$ cat config.mk
export PLATFORM = sky130hd
export DESIGN_NAME = xorshift_rng
export DESIGN_NICKNAME = d
export VERILOG_FILES = /design/src/hdc_pkg.sv /design/src/xorshift_rng.sv
export SDC_FILE = /design/constraint.sdc
export NUM_CORES = 1
export LEC_CHECK = 0
export ABC_AREA = 1
export ABC_CLOCK_PERIOD_IN_PS = 1350
export BUFFER_PORTS_ARGS = -buffer_cell sky130_fd_sc_hd__buf_2
export CAP_MARGIN = 10
export CORE_AREA = 2 2 66 68
export CTS_BUF_LIST = sky130_fd_sc_hd__clkbuf_16
export DETAILED_ROUTE_END_ITERATION = 10
export DIE_AREA = 0 0 68 70
export GPL_TIMING_DRIVEN = 0
export PLACE_DENSITY = 0.77
export REMOVE_ABC_BUFFERS = 1
export SLEW_MARGIN = 30
export SYNTH_ARGS = -nofsm -noshare
export SYNTH_HDL_FRONTEND = slang
export SYNTH_SLANG_ARGS = --single-unit
$ cat constraint.sdc
create_clock -name clk -period 1.35 [get_ports clk]
set_input_delay 0.0675 -clock clk [delete_from_list [all_inputs] [get_ports clk]]
set_output_delay 0.0675 -clock clk [all_outputs]
set_load 0.01 [all_outputs]
$ cat src/hdc_pkg.sv
`default_nettype none

package hdc_pkg;

    // hypervector geometry
    localparam int hv_dim       = 1024;
    localparam int word_w       = 32;
    localparam int words_per_hv = hv_dim / word_w;
    localparam int word_idx_w   = $clog2(words_per_hv);

    // item memory
    localparam int item_depth  = 64;
    localparam int item_addr_w = $clog2(item_depth);

    // instruction format: opcode in the top bits, operand in the low bits
    localparam int inst_w    = 16;
    localparam int opcode_w  = 4;
    localparam int operand_w = 10;

    // xorshift start state
    localparam logic [word_w-1:0] rng_seed = 32'h2463534d;

    typedef logic [hv_dim-1:0]      hv_t;
    typedef logic [item_addr_w-1:0] item_addr_t;

    // unlisted encodings fall through to nop in the executor
    typedef enum logic [opcode_w-1:0] {
        op_nop       = 4'h0,
        op_load      = 4'h1,
        op_bind      = 4'h2,
        op_move      = 4'h3,
        op_permute   = 4'h4,
        op_store     = 4'h5,
        op_writeback = 4'h6
    } opcode_t;

endpackage

`default_nettype wire

$ cat src/xorshift_rng.sv
`default_nettype none

module xorshift_rng import hdc_pkg::*; (
    input  wire              clk,
    input  wire              rst_n,
    input  wire              step,
    input  wire              reseed,
    output logic [word_w-1:0] rand_word
);

    logic [word_w-1:0] state;
    logic [word_w-1:0] mix_1;
    logic [word_w-1:0] mix_2;
    logic [word_w-1:0] next_state;

    // xorshift32 with shifts 13, 17, 5
    always_comb begin
        mix_1      = state ^ (state << 13);
        mix_2      = mix_1 ^ (mix_1 >> 17);
        next_state = mix_2 ^ (mix_2 << 5);
    end

    always_ff @(posedge clk or negedge rst_n) begin
        if (!rst_n) begin
            state <= rng_seed;
        end else if (reseed) begin
            state <= rng_seed;
        end else if (step) begin
            state <= next_state;
        end
    end

    assign rand_word = state;

endmodule

`default_nettype wire

==> results.json <==
{
  "diodes": 0,
  "power_leakage_uw": 0.00147,
  "finalHoldViolations": 0,
  "dp.cells": 415,
  "num_vias": 2212,
  "cap_violations": 0,
  "route.detailed.drc": 0,
  "synth_seq_cells": 32,
  "r2r_setup_slack_ns": 0.03,
  "hold_path_end": "rand_word[10]",
  "vdd_drop_max_uv": 1450,
  "grt.total_usage_pct": 24.1,
  "die_w_um": 68,
  "ys_warn_count": 0,
  "ant_nets": 0,
  "p_total_uw": 8060,
  "grt_max_degree": 33,
  "synth.distinct_cells": 20,
  "largest_reg_flops": 32,
  "rsz0062_at_grt": "true",
  "numCtsBuffers": 5,
  "viasPerCell": 5.14,
  "clock-skew-final_ns": 0.00602,
  "wirelength_um": 5440,
  "die_h_um": 70,
  "worst-path-max-fanout": 5,
  "hold_start": "step",
  "period_share_pct": 98.0,
  "crit_path_start_kind": "flop",
  "whs_path_depth": 4,
  "r2r_start": "rand_word[17]",
  "cts-root-buf": "clkbuf_16",
  "setup_viol": 0,
  "r2r_cells": 6,
  "rows": 24,
  "relSlewSlack_pct": 50.9,
  "hp-class": "input pin to flop",
  "dieArea_um2": 4760,
  "antenna_found_initial": 0,
  "path_clk_slew_ns": 0.05,
  "ys_seq_area_share_pct": 37.6,
  "wire_per_inst_um": 12.6,
  "drv_slew": 0,
  "critPathKind": "flop to flop",
  "grt_pass1_wl_um": 8620,
  "dp_hpwl_um": 3740,
  "fin_cells": 430,
  "num-nets-final": 381,
  "postLayoutCoreUtil_pct": 65.6,
  "cts_tree": "built",
  "core_area_um2": 4140,
  "critPathArrivalTime_ns": 1.49,
  "timing.rr.end": "rand_word[13]",
  "first_iter_violations": 133,
  "start_util_pct": 52.5,
  "grt_pass1_vias": 1941,
  "setup_tns_ns": 0,
  "required_ns": 1.51,
  "io_pins": 36,
  "gp_congestion": 0.875,
  "dr.pass1.iters": 4,
  "layout-drive-gt1-share_pct": 31.7,
  "cp-end-kind": "flop",
  "outcome": "complete, no violations",
  "netlist_area_um2": 2170,
  "clk_latency_ns": 0.28,
  "p_per_area_nw_per_um2": 2970,
  "max_freq_mhz": 756,
  "min_period_ns": 1.32,
  "grt-ovfl-total": 0,
  "synthCells": 333,
  "cts_buffer_depth": 2,
  "postSynthAreaPerCell_um2": 6.53,
  "portBuffers": 35,
  "htreeDepth": 2,
  "worst_pin_slew_ns": 0.736,
  "cts_num_sinks": 32,
  "area_delta_synth_final_pct": 25.0
}
worst max-delay path by stage:
stage                  start             to  depth (start not counted)
2_1_floorplan  rand_word[17]   rand_word[5]                          7
3_3_place_gp    rand_word[3]  rand_word[16]                          6
3_5_place_dp   rand_word[17]   rand_word[5]                          7
4_1_cts         rand_word[3]  rand_word[16]                          6
5_1_grt        rand_word[17]   rand_word[5]                          7
6_report       rand_word[17]  rand_word[13]                          6
report_power, final:
| part | total, µW | internal [µW] | switching, µW | leakage (µW) |
|---|---|---|---|---|
| sequential | 2060 | 1510 | 558 | 0.000385 |
| combinational | 4730 | 1780 | 2950 | 0.00101 |
| clock | 1270 | 857 | 413 | 0.0000789 |
| total | 8060 | 4140 | 3930 | 0.00147 |
stage by stage:
step	hold slack [ns]	area [µm²]	setup slack [ns]
4_1_cts	0.175	2570	0.00369
2_1_floorplan	-0.228	2140	0.123
3_5_place_dp	0.168	2380	0.0127
3_3_place_gp	0.163	2380	-0.00617
5_1_grt	0.189	2720	-0.0507
6_report	0.173	2720	0.0268
cell type report:
cell class,count,area (µm²)
inverters,55,206
well taps,52,65.1
multi-input cells,241,1230
clock inverters,3,37.5
clock buffers,5,125
fillers,387,1430
flip-flops and latches,32,820
repair buffers,42,234
metal layers:
metal  track usage, %  routed length (µm)
met1             31.5                2390
met4             6.89                 142
met2             39.4                2640
met3             5.64                 267
met5                0                   0
synth_stat cells:
master | count | area share [%]
a21oi_1 | 4 | 0.92
buf_6 | 1 | 0.52
o22ai_1 | 5 | 1.4
nor2_4 | 2 | 1.0
o21ai_1 | 12 | 2.8
nand3_1 | 32 | 7.4
xnor2_1 | 6 | 2.4
nand2_2 | 7 | 2.0
nor2_1 | 5 | 0.86
dfstp_2 | 14 | 17
buf_2 | 1 | 0.23
inv_2 | 12 | 2.1
nand2_1 | 150 | 26
a22oi_1 | 3 | 1.0
inv_1 | 43 | 7.4
dfrtp_1 | 18 | 21
o22ai_2 | 2 | 1.2
buf_4 | 3 | 1.0
o21ai_0 | 6 | 1.4
xor2_1 | 7 | 2.8
critical path, cell delays in order (launching register included):
cell,delay (ns)
dfstp_2,0.61
xnor2_1,0.20
nand2_1,0.09
nand2_1,0.12
nand2_1,0.06
nand3_1,0.08
nand2_1,0.05
cell families after synthesis:
family	share of synthesized area [%]
and+or+nand+nor	37.2
AOI/OAI and AO/OA	8.69
DFF	37.6
buffers and inverters	11.3
xor gates and xnor gates	5.24
cell usage in the layout (no fill, tap or decap), drive strengths merged:
| cell | synthesis | layout |
|---|---|---|
| nand2 | 157 | 157 |
| bufinv | 0 | 1 |
| nand3 | 32 | 32 |
| xnor2 | 6 | 6 |
| a21oi | 4 | 4 |
| dlygate4sd3 | 0 | 1 |
| o22ai | 7 | 7 |
| dfstp | 14 | 14 |
| nor2 | 7 | 7 |
| inv | 55 | 55 |
| xor2 | 7 | 7 |
| clkinv | 0 | 2 |
| dfrtp | 18 | 18 |
| clkbuf | 0 | 5 |
| a22oi | 3 | 3 |
| o21ai | 18 | 18 |
| buf | 5 | 41 |
repair_timing:
| action | CTS | global route |
|---|---|---|
| pin swaps | 0 | 11 |
| buffers inserted | 0 | 6 |
| endpoints found under the hold margin | 18 | 0 |
| hold buffers | 1 | 0 |
| setup endpoints to repair | 1 | 15 |
| resized for setup | 3 | 39 |
(Power assumes the default switching activity.)
