$ cat config.mk
export PLATFORM = sky130hd
export DESIGN_NAME = hv_generator_flat
export DESIGN_NICKNAME = d
export VERILOG_FILES = /design/src/hdc_pkg.sv /design/src/hv_mem_if.sv /design/src/hv_generator.sv /design/src/flat_wrapper.sv
export SDC_FILE = /design/constraint.sdc
export NUM_CORES = 1
export LEC_CHECK = 0
export BUFFER_PORTS_ARGS = -buffer_cell sky130_fd_sc_hd__buf_2
export CORE_AREA = 2 2 415 417
export DETAILED_ROUTE_END_ITERATION = 8
export DIE_AREA = 0 0 417 419
export HOLD_SLACK_MARGIN = 0.05
export MAX_ROUTING_LAYER = met4
export PLACE_DENSITY = 0.43
export SKIP_LAST_GASP = 1
export SYNTH_ARGS = -nofsm -noshare
export SYNTH_HDL_FRONTEND = slang
export SYNTH_SLANG_ARGS = --single-unit
$ cat constraint.sdc
create_clock -name clk -period 10.7 [get_ports clk]
set_input_delay 0.535 -clock clk [delete_from_list [all_inputs] [get_ports clk]]
set_output_delay 0.535 -clock clk [all_outputs]
set_load 0.02 [all_outputs]
$ cat src/hdc_pkg.sv
`default_nettype none

package hdc_pkg;

    // hypervector geometry
    localparam int hv_dim       = 1024;
    localparam int word_w       = 32;
    localparam int words_per_hv = hv_dim / word_w;
    localparam int word_idx_w   = $clog2(words_per_hv);

    // item memory
    localparam int item_depth  = 64;
    localparam int item_addr_w = $clog2(item_depth);

    // instruction format: opcode in the top bits, operand in the low bits
    localparam int inst_w    = 16;
    localparam int opcode_w  = 4;
    localparam int operand_w = 10;

    // xorshift start state
    localparam logic [word_w-1:0] rng_seed = 32'h2463534d;

    typedef logic [hv_dim-1:0]      hv_t;
    typedef logic [item_addr_w-1:0] item_addr_t;

    // unlisted encodings fall through to nop in the executor
    typedef enum logic [opcode_w-1:0] {
        op_nop       = 4'h0,
        op_load      = 4'h1,
        op_bind      = 4'h2,
        op_move      = 4'h3,
        op_permute   = 4'h4,
        op_store     = 4'h5,
        op_writeback = 4'h6
    } opcode_t;

endpackage

`default_nettype wire

$ cat src/hv_mem_if.sv
`default_nettype none

// one write requester of item memory
interface hv_mem_if import hdc_pkg::*; ();

    logic       wr_req;
    item_addr_t wr_addr;
    hv_t        wr_data;
    logic       wr_grant;

    // address and data stay put until the grant arrives
    modport requester (
        output wr_req,
        output wr_addr,
        output wr_data,
        input  wr_grant
    );

    modport arbiter (
        input  wr_req,
        input  wr_addr,
        input  wr_data,
        output wr_grant
    );

endinterface

`default_nettype wire

$ cat src/hv_generator.sv
`default_nettype none

module hv_generator import hdc_pkg::*; (
    input  wire               clk,
    input  wire               rst_n,
    input  wire               gen,
    input  wire               reset_item,
    input  wire item_addr_t   item_count,
    input  wire [word_w-1:0]  rand_word,
    output logic              step,
    output logic              reseed,
    output logic              finish_gen,
    hv_mem_if.requester       wr
);

    logic [word_idx_w-1:0] word_cnt;
    item_addr_t            addr_cnt;
    logic                  pending;
    logic                  done;
    logic                  primed;
    hv_t                   assembly;
    logic                  active;
    logic                  capture;
    logic                  granted;
    logic                  last_word;

    // rng and word counter freeze while a write waits or after the last item
    assign active    = gen && !pending && !done;
    // the seed itself is never captured, the first step only primes the rng
    assign capture   = active && primed;
    assign granted   = pending && wr.wr_grant;
    assign last_word = (word_cnt == word_idx_w'(words_per_hv - 1));

    assign step       = active;
    assign reseed     = !gen && reset_item;
    assign finish_gen = granted && (addr_cnt == item_count);

    always_ff @(posedge clk or negedge rst_n) begin
        if (!rst_n) begin
            word_cnt <= '0;
            addr_cnt <= '0;
            pending  <= 1'b0;
            done     <= 1'b0;
            primed   <= 1'b0;
        end else if (!gen) begin
            word_cnt <= '0;
            addr_cnt <= '0;
            pending  <= 1'b0;
            done     <= 1'b0;
            // without a reseed the sequence carries on into the next run
            if (reset_item) begin
                primed <= 1'b0;
            end
        end else begin
            if (active) begin
                primed <= 1'b1;
            end
            if (capture) begin
                word_cnt <= word_cnt + 1'b1;
                if (last_word) begin
                    pending <= 1'b1;
                end
            end
            if (granted) begin
                pending  <= 1'b0;
                addr_cnt <= addr_cnt + 1'b1;
                if (addr_cnt == item_count) begin
                    done <= 1'b1;
                end
            end
        end
    end

    // word j lands in bits 32j+31 .. 32j
    always_ff @(posedge clk) begin
        if (capture) begin
            assembly[word_cnt*word_w +: word_w] <= rand_word;
        end
    end

    assign wr.wr_req  = pending;
    assign wr.wr_addr = addr_cnt;
    assign wr.wr_data = assembly;

endmodule

`default_nettype wire

$ cat src/flat_wrapper.sv
// flat-port wrapper written by rule: the top's interface ports become plain ports
module hv_generator_flat import hdc_pkg::*;
  (clk, rst_n, gen, reset_item, item_count, rand_word, step, reseed, finish_gen, wr_wr_req, wr_wr_addr, wr_wr_data, wr_wr_grant);
  hv_mem_if wr_i ();
  input  wire clk;
  input  wire rst_n;
  input  wire gen;
  input  wire reset_item;
  input  wire item_addr_t item_count;
  input  wire [word_w-1:0] rand_word;
  output logic step;
  output logic reseed;
  output logic finish_gen;
  output wire logic [$bits(wr_i.wr_req)-1:0] wr_wr_req;
  output wire logic [$bits(wr_i.wr_addr)-1:0] wr_wr_addr;
  output wire logic [$bits(wr_i.wr_data)-1:0] wr_wr_data;
  input wire logic [$bits(wr_i.wr_grant)-1:0] wr_wr_grant;
  assign wr_wr_req = wr_i.wr_req;
  assign wr_wr_addr = wr_i.wr_addr;
  assign wr_wr_data = wr_i.wr_data;
  assign wr_i.wr_grant = wr_wr_grant;
  hv_generator u_core (.clk(clk), .rst_n(rst_n), .gen(gen), .reset_item(reset_item), .item_count(item_count), .rand_word(rand_word), .step(step), .reseed(reseed), .finish_gen(finish_gen), .wr(wr_i));
endmodule
==> results of run 1 <==
==> critical path, delay by kind of cell (launching register included) <==
family,cells,cell delay [ps]
buffers and inverters,5,2590
adder cells (fa/ha/maj),2,890
flip-flops,1,700
AND/OR/NAND/NOR,3,620
==> synth_stat cells, types with 3 or more instances <==
master / n / area [µm²]
edfxtp_1: 1024 / 30750
nor3_1: 506 / 2532
nor2_1: 356 / 1336
nor4_1: 164 / 1026
buf_2: 132 / 660.6
nand3_1: 125 / 625.6
clkbuf_1: 111 / 416.7
nand2_1: 54 / 202.7
and2_1: 33 / 206.5
buf_4: 30 / 225.2
inv_1: 23 / 86.33
dfrtp_1: 14 / 350.3
nand2_2: 12 / 75.07
buf_1: 11 / 41.29
a21oi_1: 7 / 35.03
nor2b_1: 6 / 37.54
ha_1: 5 / 62.56
o21ai_0: 5 / 25.02
xnor2_1: 5 / 43.79
o31ai_1: 4 / 30.03
or3_1: 4 / 25.02
nand3b_1: 3 / 22.52
nor4b_1: 3 / 26.28
xor2_1: 3 / 26.28
==> repair_timing <==
action	CTS	global route
resized for setup	0	0
hold endpoints to repair	17	0
hold buffers	6	0
==> sequential cells by signal, summed over array words and instances (netlist names) <==
register,count
u_core.done,1
u_core.primed,1
u_core.word_cnt,5
u_core.wr.wr_addr,6
u_core.wr.wr_data,1024
u_core.wr.wr_req,1
==> final cells by class <==
type                            instances  area (µm²)  area share (%)
Antenna cell                            4       10.01         0.01975
Tap cell                             2233        2794           5.513
Multi-Input combinational cell       1319        6902           13.62
Clock buffer                          147        3164           6.244
Clock inverter                         66       568.0           1.121
Sequential cell                      1038       31100           61.37
Inverter                               23       86.33          0.1704
Timing Repair Buffer                 1158        6053           11.94
==> cell families (layout without fill, tap and decap cells) <==
group / count (synthesis) / in the layout / synth area share, %
buffers and inverters: 310 / 1394 / 3.711
AND/OR/NAND/NOR: 1279 / 1279 / 15.91
adder cells (fa/ha/maj): 5 / 5 / 0.1600
multiplexers: 1 / 1 / 0.02879
XOR/XNOR: 10 / 10 / 0.2624
AO/OA/AOI/OAI: 24 / 24 / 0.3999
other: 0 / 4 / 0
flip-flops: 1038 / 1038 / 79.52
==> per-layer routing <==
| metal | part of all wire [%] | track usage (%) |
|---|---|---|
| met1 | 39 | 26.44 |
| met2 | 50 | 37.04 |
| met3 | 8.0 | 5.174 |
| met4 | 3.5 | 7.210 |
| met5 | 0 | - |
==> through the flow <==
step / std cells / hold slack [ps] / area (µm²) / total power [mW]
after detailed placement: 5765 / 480.9 / 46880 / 5.844
after CTS: 5984 / 89.35 / 50670 / 9.864
after floorplan: 2667 / 239.4 / 39110 / 5.238
after global routing: 5984 / 140.1 / 50670 / 10.03
after global placement: 5765 / 485.0 / 46880 / 5.844
final: 5988 / 180.7 / 50680 / 9.755
==> where the power goes <==
group	total (mW)	internal (mW)	switching, mW
clock network	4.02	2.24	1.78
registers	4.45	4.44	0.0107
logic	1.28	0.141	1.14
==> worst max path at each step <==
stage	cells past startpoint	startpoint	end
after floorplan	9	u_core.word_cnt[0]$_DFFE_PN0P_	u_core.wr.wr_data[960]$_DFFE_PP_
after global placement	10	u_core.word_cnt[0]$_DFFE_PN0P_	u_core.wr.wr_data[799]$_DFFE_PP_
after detailed placement	10	u_core.word_cnt[0]$_DFFE_PN0P_	u_core.wr.wr_data[799]$_DFFE_PP_
after CTS	10	u_core.word_cnt[0]$_DFFE_PN0P_	u_core.wr.wr_data[799]$_DFFE_PP_
after global routing	10	u_core.word_cnt[0]$_DFFE_PN0P_	u_core.wr.wr_data[799]$_DFFE_PP_
final	10	u_core.word_cnt[0]$_DFFE_PN0P_	u_core.wr.wr_data[799]$_DFFE_PP_
==> impl_results.md, run 1 <==
* Yosys warns at 0
* Leakage at 16.98 nW
* Final WL at 196,100 µm
* Cells on Worst Hold Path at 3
* Slew Limit Fails at 0
* Die area at 174,700 µm²
* Most common cell after layout, fill and taps aside: buf_2
* Vias/cell at 4.848
* Hold/Removal Path Class: in2reg
* Sequential area share after synthesis at 79.52%
* Worst relative slew slack at 6.247%
* Post-Place Setup Slack at 5383 ps
* Peak supply drop at 156.1 µV
* Peak Freq at 190.0 MHz
* Total CTS buffers at 118
* Setup violators final at 0
* Routability-driven placement congestion ratio at 0.8521
* Mean area per synthesized cell at 14.66 µm²
* Post-CTS Setup Repair Bufs at 0
* Port bufs at 1,076
* Slowest CP cell: buf_4
* Final Skew at 30.82 ps
* CP arrival at 5730 ps
* GR Overflow Total at 0
* # DRC at 0
* WHS Endpoint: u_core.primed$_DFFE_PN0P_
* Routed Antenna Nets at 0
* Routed wire per std cell at 32.76 µm
* First-pass GRT wire length at 256,100 µm
* R2R depth at 10
* Nets@finish at 3,706
* Most frequent cells in the layout: buf_2, edfxtp_1, nor3_1
* Crit-path most repeated cell: buf_4
* Number of synthesized register bits at 1,038
* Core region area at 170,600 µm²
* R2r setup slk at 5440 ps
* RR Startpoint: u_core.word_cnt[0]$_DFFE_PN0P_
* Starting Density at 22.92%
* Die height at 419 µm
* Global router's overall resource usage at 22.19%
* Die W at 417 µm
* Final worst slack at 5436 ps
* Crit-path max FO at 74
* Pwr per Cell Area at 192.5 nW/µm²
* Slowest stage delay, CP at 820 ps
* Worst-Margin Slew at 1406 ps
* Share of cells above drive strength 1 at 37.03%
* Vias in the first global route at 27,520
* Worst setup EP type: flop
* Fin crit period at 5264 ps
* Largest net degree at the start of global routing at 180
* CTS tree: done
* Hold path start: reset_item
* HPWL Detailed at 129,700 µm
* Fillers at 17,480
* Final design utilization at 29.71%
* Worst-case clock buffer depth at 3
* Type of origin of the critical path: flop
* Clock slew seen by the registers of the worst setup and hold paths at 60 ps
* Max Cap Violations at 0
* Number of synthesized flops with an enable pin at 1,024
* Primary FF master, synth: edfxtp_1
* Mapped Nets at 2,715
* Setup TNS Final at 0 ps
* # IOs at 1,077
* Area Growth Syn to Fin at 29.58%
* End of the worst register-to-register path: u_core.wr.wr_data[799]$_DFFE_PP_
* Initial antenna violation count at 16
* CTS H-tree lvls at 3
* Worst Path Required at 11,160 ps
* Status: finished, final reports clean
* Post-Synthesis Cells at 2,667
* DR iter-0 viols at 2,786
* TritonRoute pass-1 iters at 6
* FP Rows at 152
* CTS Sinks at 1,038
* Root Buffer: clkbuf_16
* Via Count at 29,030
* Crit-path cells: inv_1 -> ha_1 -> nor3b_1 -> ha_4 -> buf_4 -> nand3b_1 -> buf_4 -> buf_4 -> nor3_2 -> buf_4
* Final hold viol count at 0
* Final period util at 49.20%
* Crit Path Class: reg2reg
* Synth unique cells at 47
* Post-synth ARST share at 1.349%
* RSZ-0062 raised after global routing: false
* Synth Cell Area at 39,110 µm²
* Skew-Pair Late Insertion Delay at 780 ps
No activity file was read; power rests on OpenSTA's default activity.
==> inputs of run 2 (changes only) <==
Settings changed: PLACE_DENSITY 0.43 to 0.44.
Clock period 10.7 ns to 4.72 ns, I/O delays scaled along.
==> impl_results.md, run 2 (synthesis results as in run 1) <==
* Final WL at 198,200 µm
* Die height at 419 µm
* Global router's overall resource usage at 22.60%
* Cells on Worst Hold Path at 2
* Die area at 174,700 µm²
* Routability-driven placement congestion ratio at 0.8440
* Gates resized, CTS repair at 0
* Nets@finish at 3,740
* Routed wire per std cell at 32.88 µm
* Via Count at 28,810
* First-pass GRT wire length at 260,300 µm
* Largest net degree at the start of global routing at 180
* HPWL Detailed at 133,000 µm
* Die W at 417 µm
* Placed instance area at 47,230 µm²
* GR Overflow Total at 0
* R2R depth at 8
* Hold path start: rand_word[27]
* Area Growth Syn to Fin at 31.17%
* Largest register FFs at 1,024
* Port bufs at 1,076
* Final hold viol count at 0
* Final period util at 78.25%
* Worst relative slew slack at 26.10%
* TritonRoute pass-1 iters at 5
* Pwr per Cell Area at 436.6 nW/µm²
* Clock slew seen by the registers of the worst setup and hold paths at 70 ps
* Share of cells above drive strength 1 at 36.76%
* Final instance area at 51,300 µm²
* Worst setup EP type: flop
* Setup violators final at 0
* Starting Density at 22.92%
* Slew Limit Fails at 0
* Core region area at 170,600 µm²
* Worst-Margin Slew at 1105 ps
* CP arrival at 4060 ps
* Post-CTS Setup Repair Bufs at 0
* Skew-Pair Late Insertion Delay at 780 ps
* Fin crit period at 3694 ps
* Peak supply drop at 317.0 µV
* Routed Antenna Nets at 0
* Worst Path Required at 5090 ps
* Register area at 31,100 µm²
* FP Rows at 152
* WHS Endpoint: u_core.wr.wr_data[27]$_DFFE_PP_
* DR iter-0 viols at 2,778
* Worst-case clock buffer depth at 3
* Type of origin of the critical path: flop
* CTS Sinks at 1,038
* Most common cell after layout, fill and taps aside: buf_2
* Leakage at 17.35 nW
* RR Startpoint: u_core.word_cnt[1]$_DFFE_PN0P_
* Crit Path Class: reg2reg
* Final Skew at 41.05 ps
* RSZ-0062 raised after global routing: false
* End of the worst register-to-register path: u_core.wr.wr_data[430]$_DFFE_PP_
* Crit-path max FO at 32
* Vias in the first global route at 28,160
* # IOs at 1,077
* # DRC at 0
* Status: finished, final reports clean
* Max Cap Violations at 0
* Root Buffer: clkbuf_16
* CTS H-tree lvls at 3
* Multi-input gate area at 7015 µm²
* Initial antenna violation count at 11
* Total CTS buffers at 118
* R2r setup slk at 1030 ps
* Peak Freq at 270.7 MHz
* Fillers at 17,500
* Tot Pwr at 22.40 mW
* CTS tree: done
* Hold/Removal Path Class: in2reg
* Vias/cell at 4.779
* Most frequent cells in the layout: buf_2, edfxtp_1, nor3_1
## run 2: cell types whose count changed in the layout (fill, tap and decap cells not counted), sizes merged
cell / change
clkinv: -5
clkbuf: +9
clkinvlp: +1
dlygate4sd3: +18
inv: -5
bufinv: +4
diode: +3
buf: +16
## run 2: power breakdown
group	switching, mW	internal, mW	leakage, nW	total [mW]
registers	0.0190	10.1	9.45	10.1
logic	2.61	0.387	6.07	2.99
clock network	4.04	5.26	1.83	9.31
## run 2: timing repair
action	4_1_cts	5_1_grt
endpoints found under the hold margin	55	0
hold buffers	24	0
endpoints found under the setup margin	0	0
## run 2: how the worst max path moves through the flow
stage / startpoint / to
2_1_floorplan: u_core.word_cnt[0]$_DFFE_PN0P_ / u_core.wr.wr_data[928]$_DFFE_PP_
3_3_place_gp: u_core.word_cnt[1]$_DFFE_PN0P_ / u_core.wr.wr_data[505]$_DFFE_PP_
3_5_place_dp: u_core.word_cnt[1]$_DFFE_PN0P_ / u_core.wr.wr_data[443]$_DFFE_PP_
4_1_cts: u_core.word_cnt[1]$_DFFE_PN0P_ / u_core.wr.wr_data[430]$_DFFE_PP_
5_1_grt: u_core.word_cnt[1]$_DFFE_PN0P_ / u_core.wr.wr_data[590]$_DFFE_PP_
6_report: u_core.word_cnt[1]$_DFFE_PN0P_ / u_core.wr.wr_data[430]$_DFFE_PP_
## run 2: routing by layer
metal	track usage (%)	wire length, µm	vias to the layer above
met4	9.832	9544	0
met3	5.480	15120	347
met1	26.60	76960	14940
met2	36.81	96620	1471
li1	-	-	12060
met5	-	0	-
## run 2: layout make-up
| cell class | count | area share [%] |
|---|---|---|
| Clock buffer | 156 | 6.179 |
| Antenna cell | 7 | 0.03415 |
| Timing Repair Buffer | 1192 | 12.63 |
| Clock inverter | 61 | 1.237 |
| Sequential cell | 1038 | 60.63 |
| Inverter | 23 | 0.1683 |
| Multi-Input combinational cell | 1319 | 13.68 |
| Tap cell | 2233 | 5.447 |
## run 2: critical path, cell delays in order (launching register included)
cell	delay, ps
dfrtp_1	450
inv_1	190
ha_1	500
nor3b_1	370
ha_4	290
nand3b_1	120
mux2_8	450
nor3_4	210
buf_4	660
## run 2: metrics by stage
stage          worst slack (ps)  cells  hold slack, ps  setup TNS, ps  util (%)
2_1_floorplan            -898.8   2667          -59.59         -71930         -
5_1_grt                   817.6   6023           89.80              0     30.06
3_3_place_gp               1078   5781           197.0              0     27.69
3_5_place_dp               1046   5781           201.0              0     27.69
6_report                   1026   6029           143.2              0     30.07
4_1_cts                   991.7   6022           58.32              0     30.06
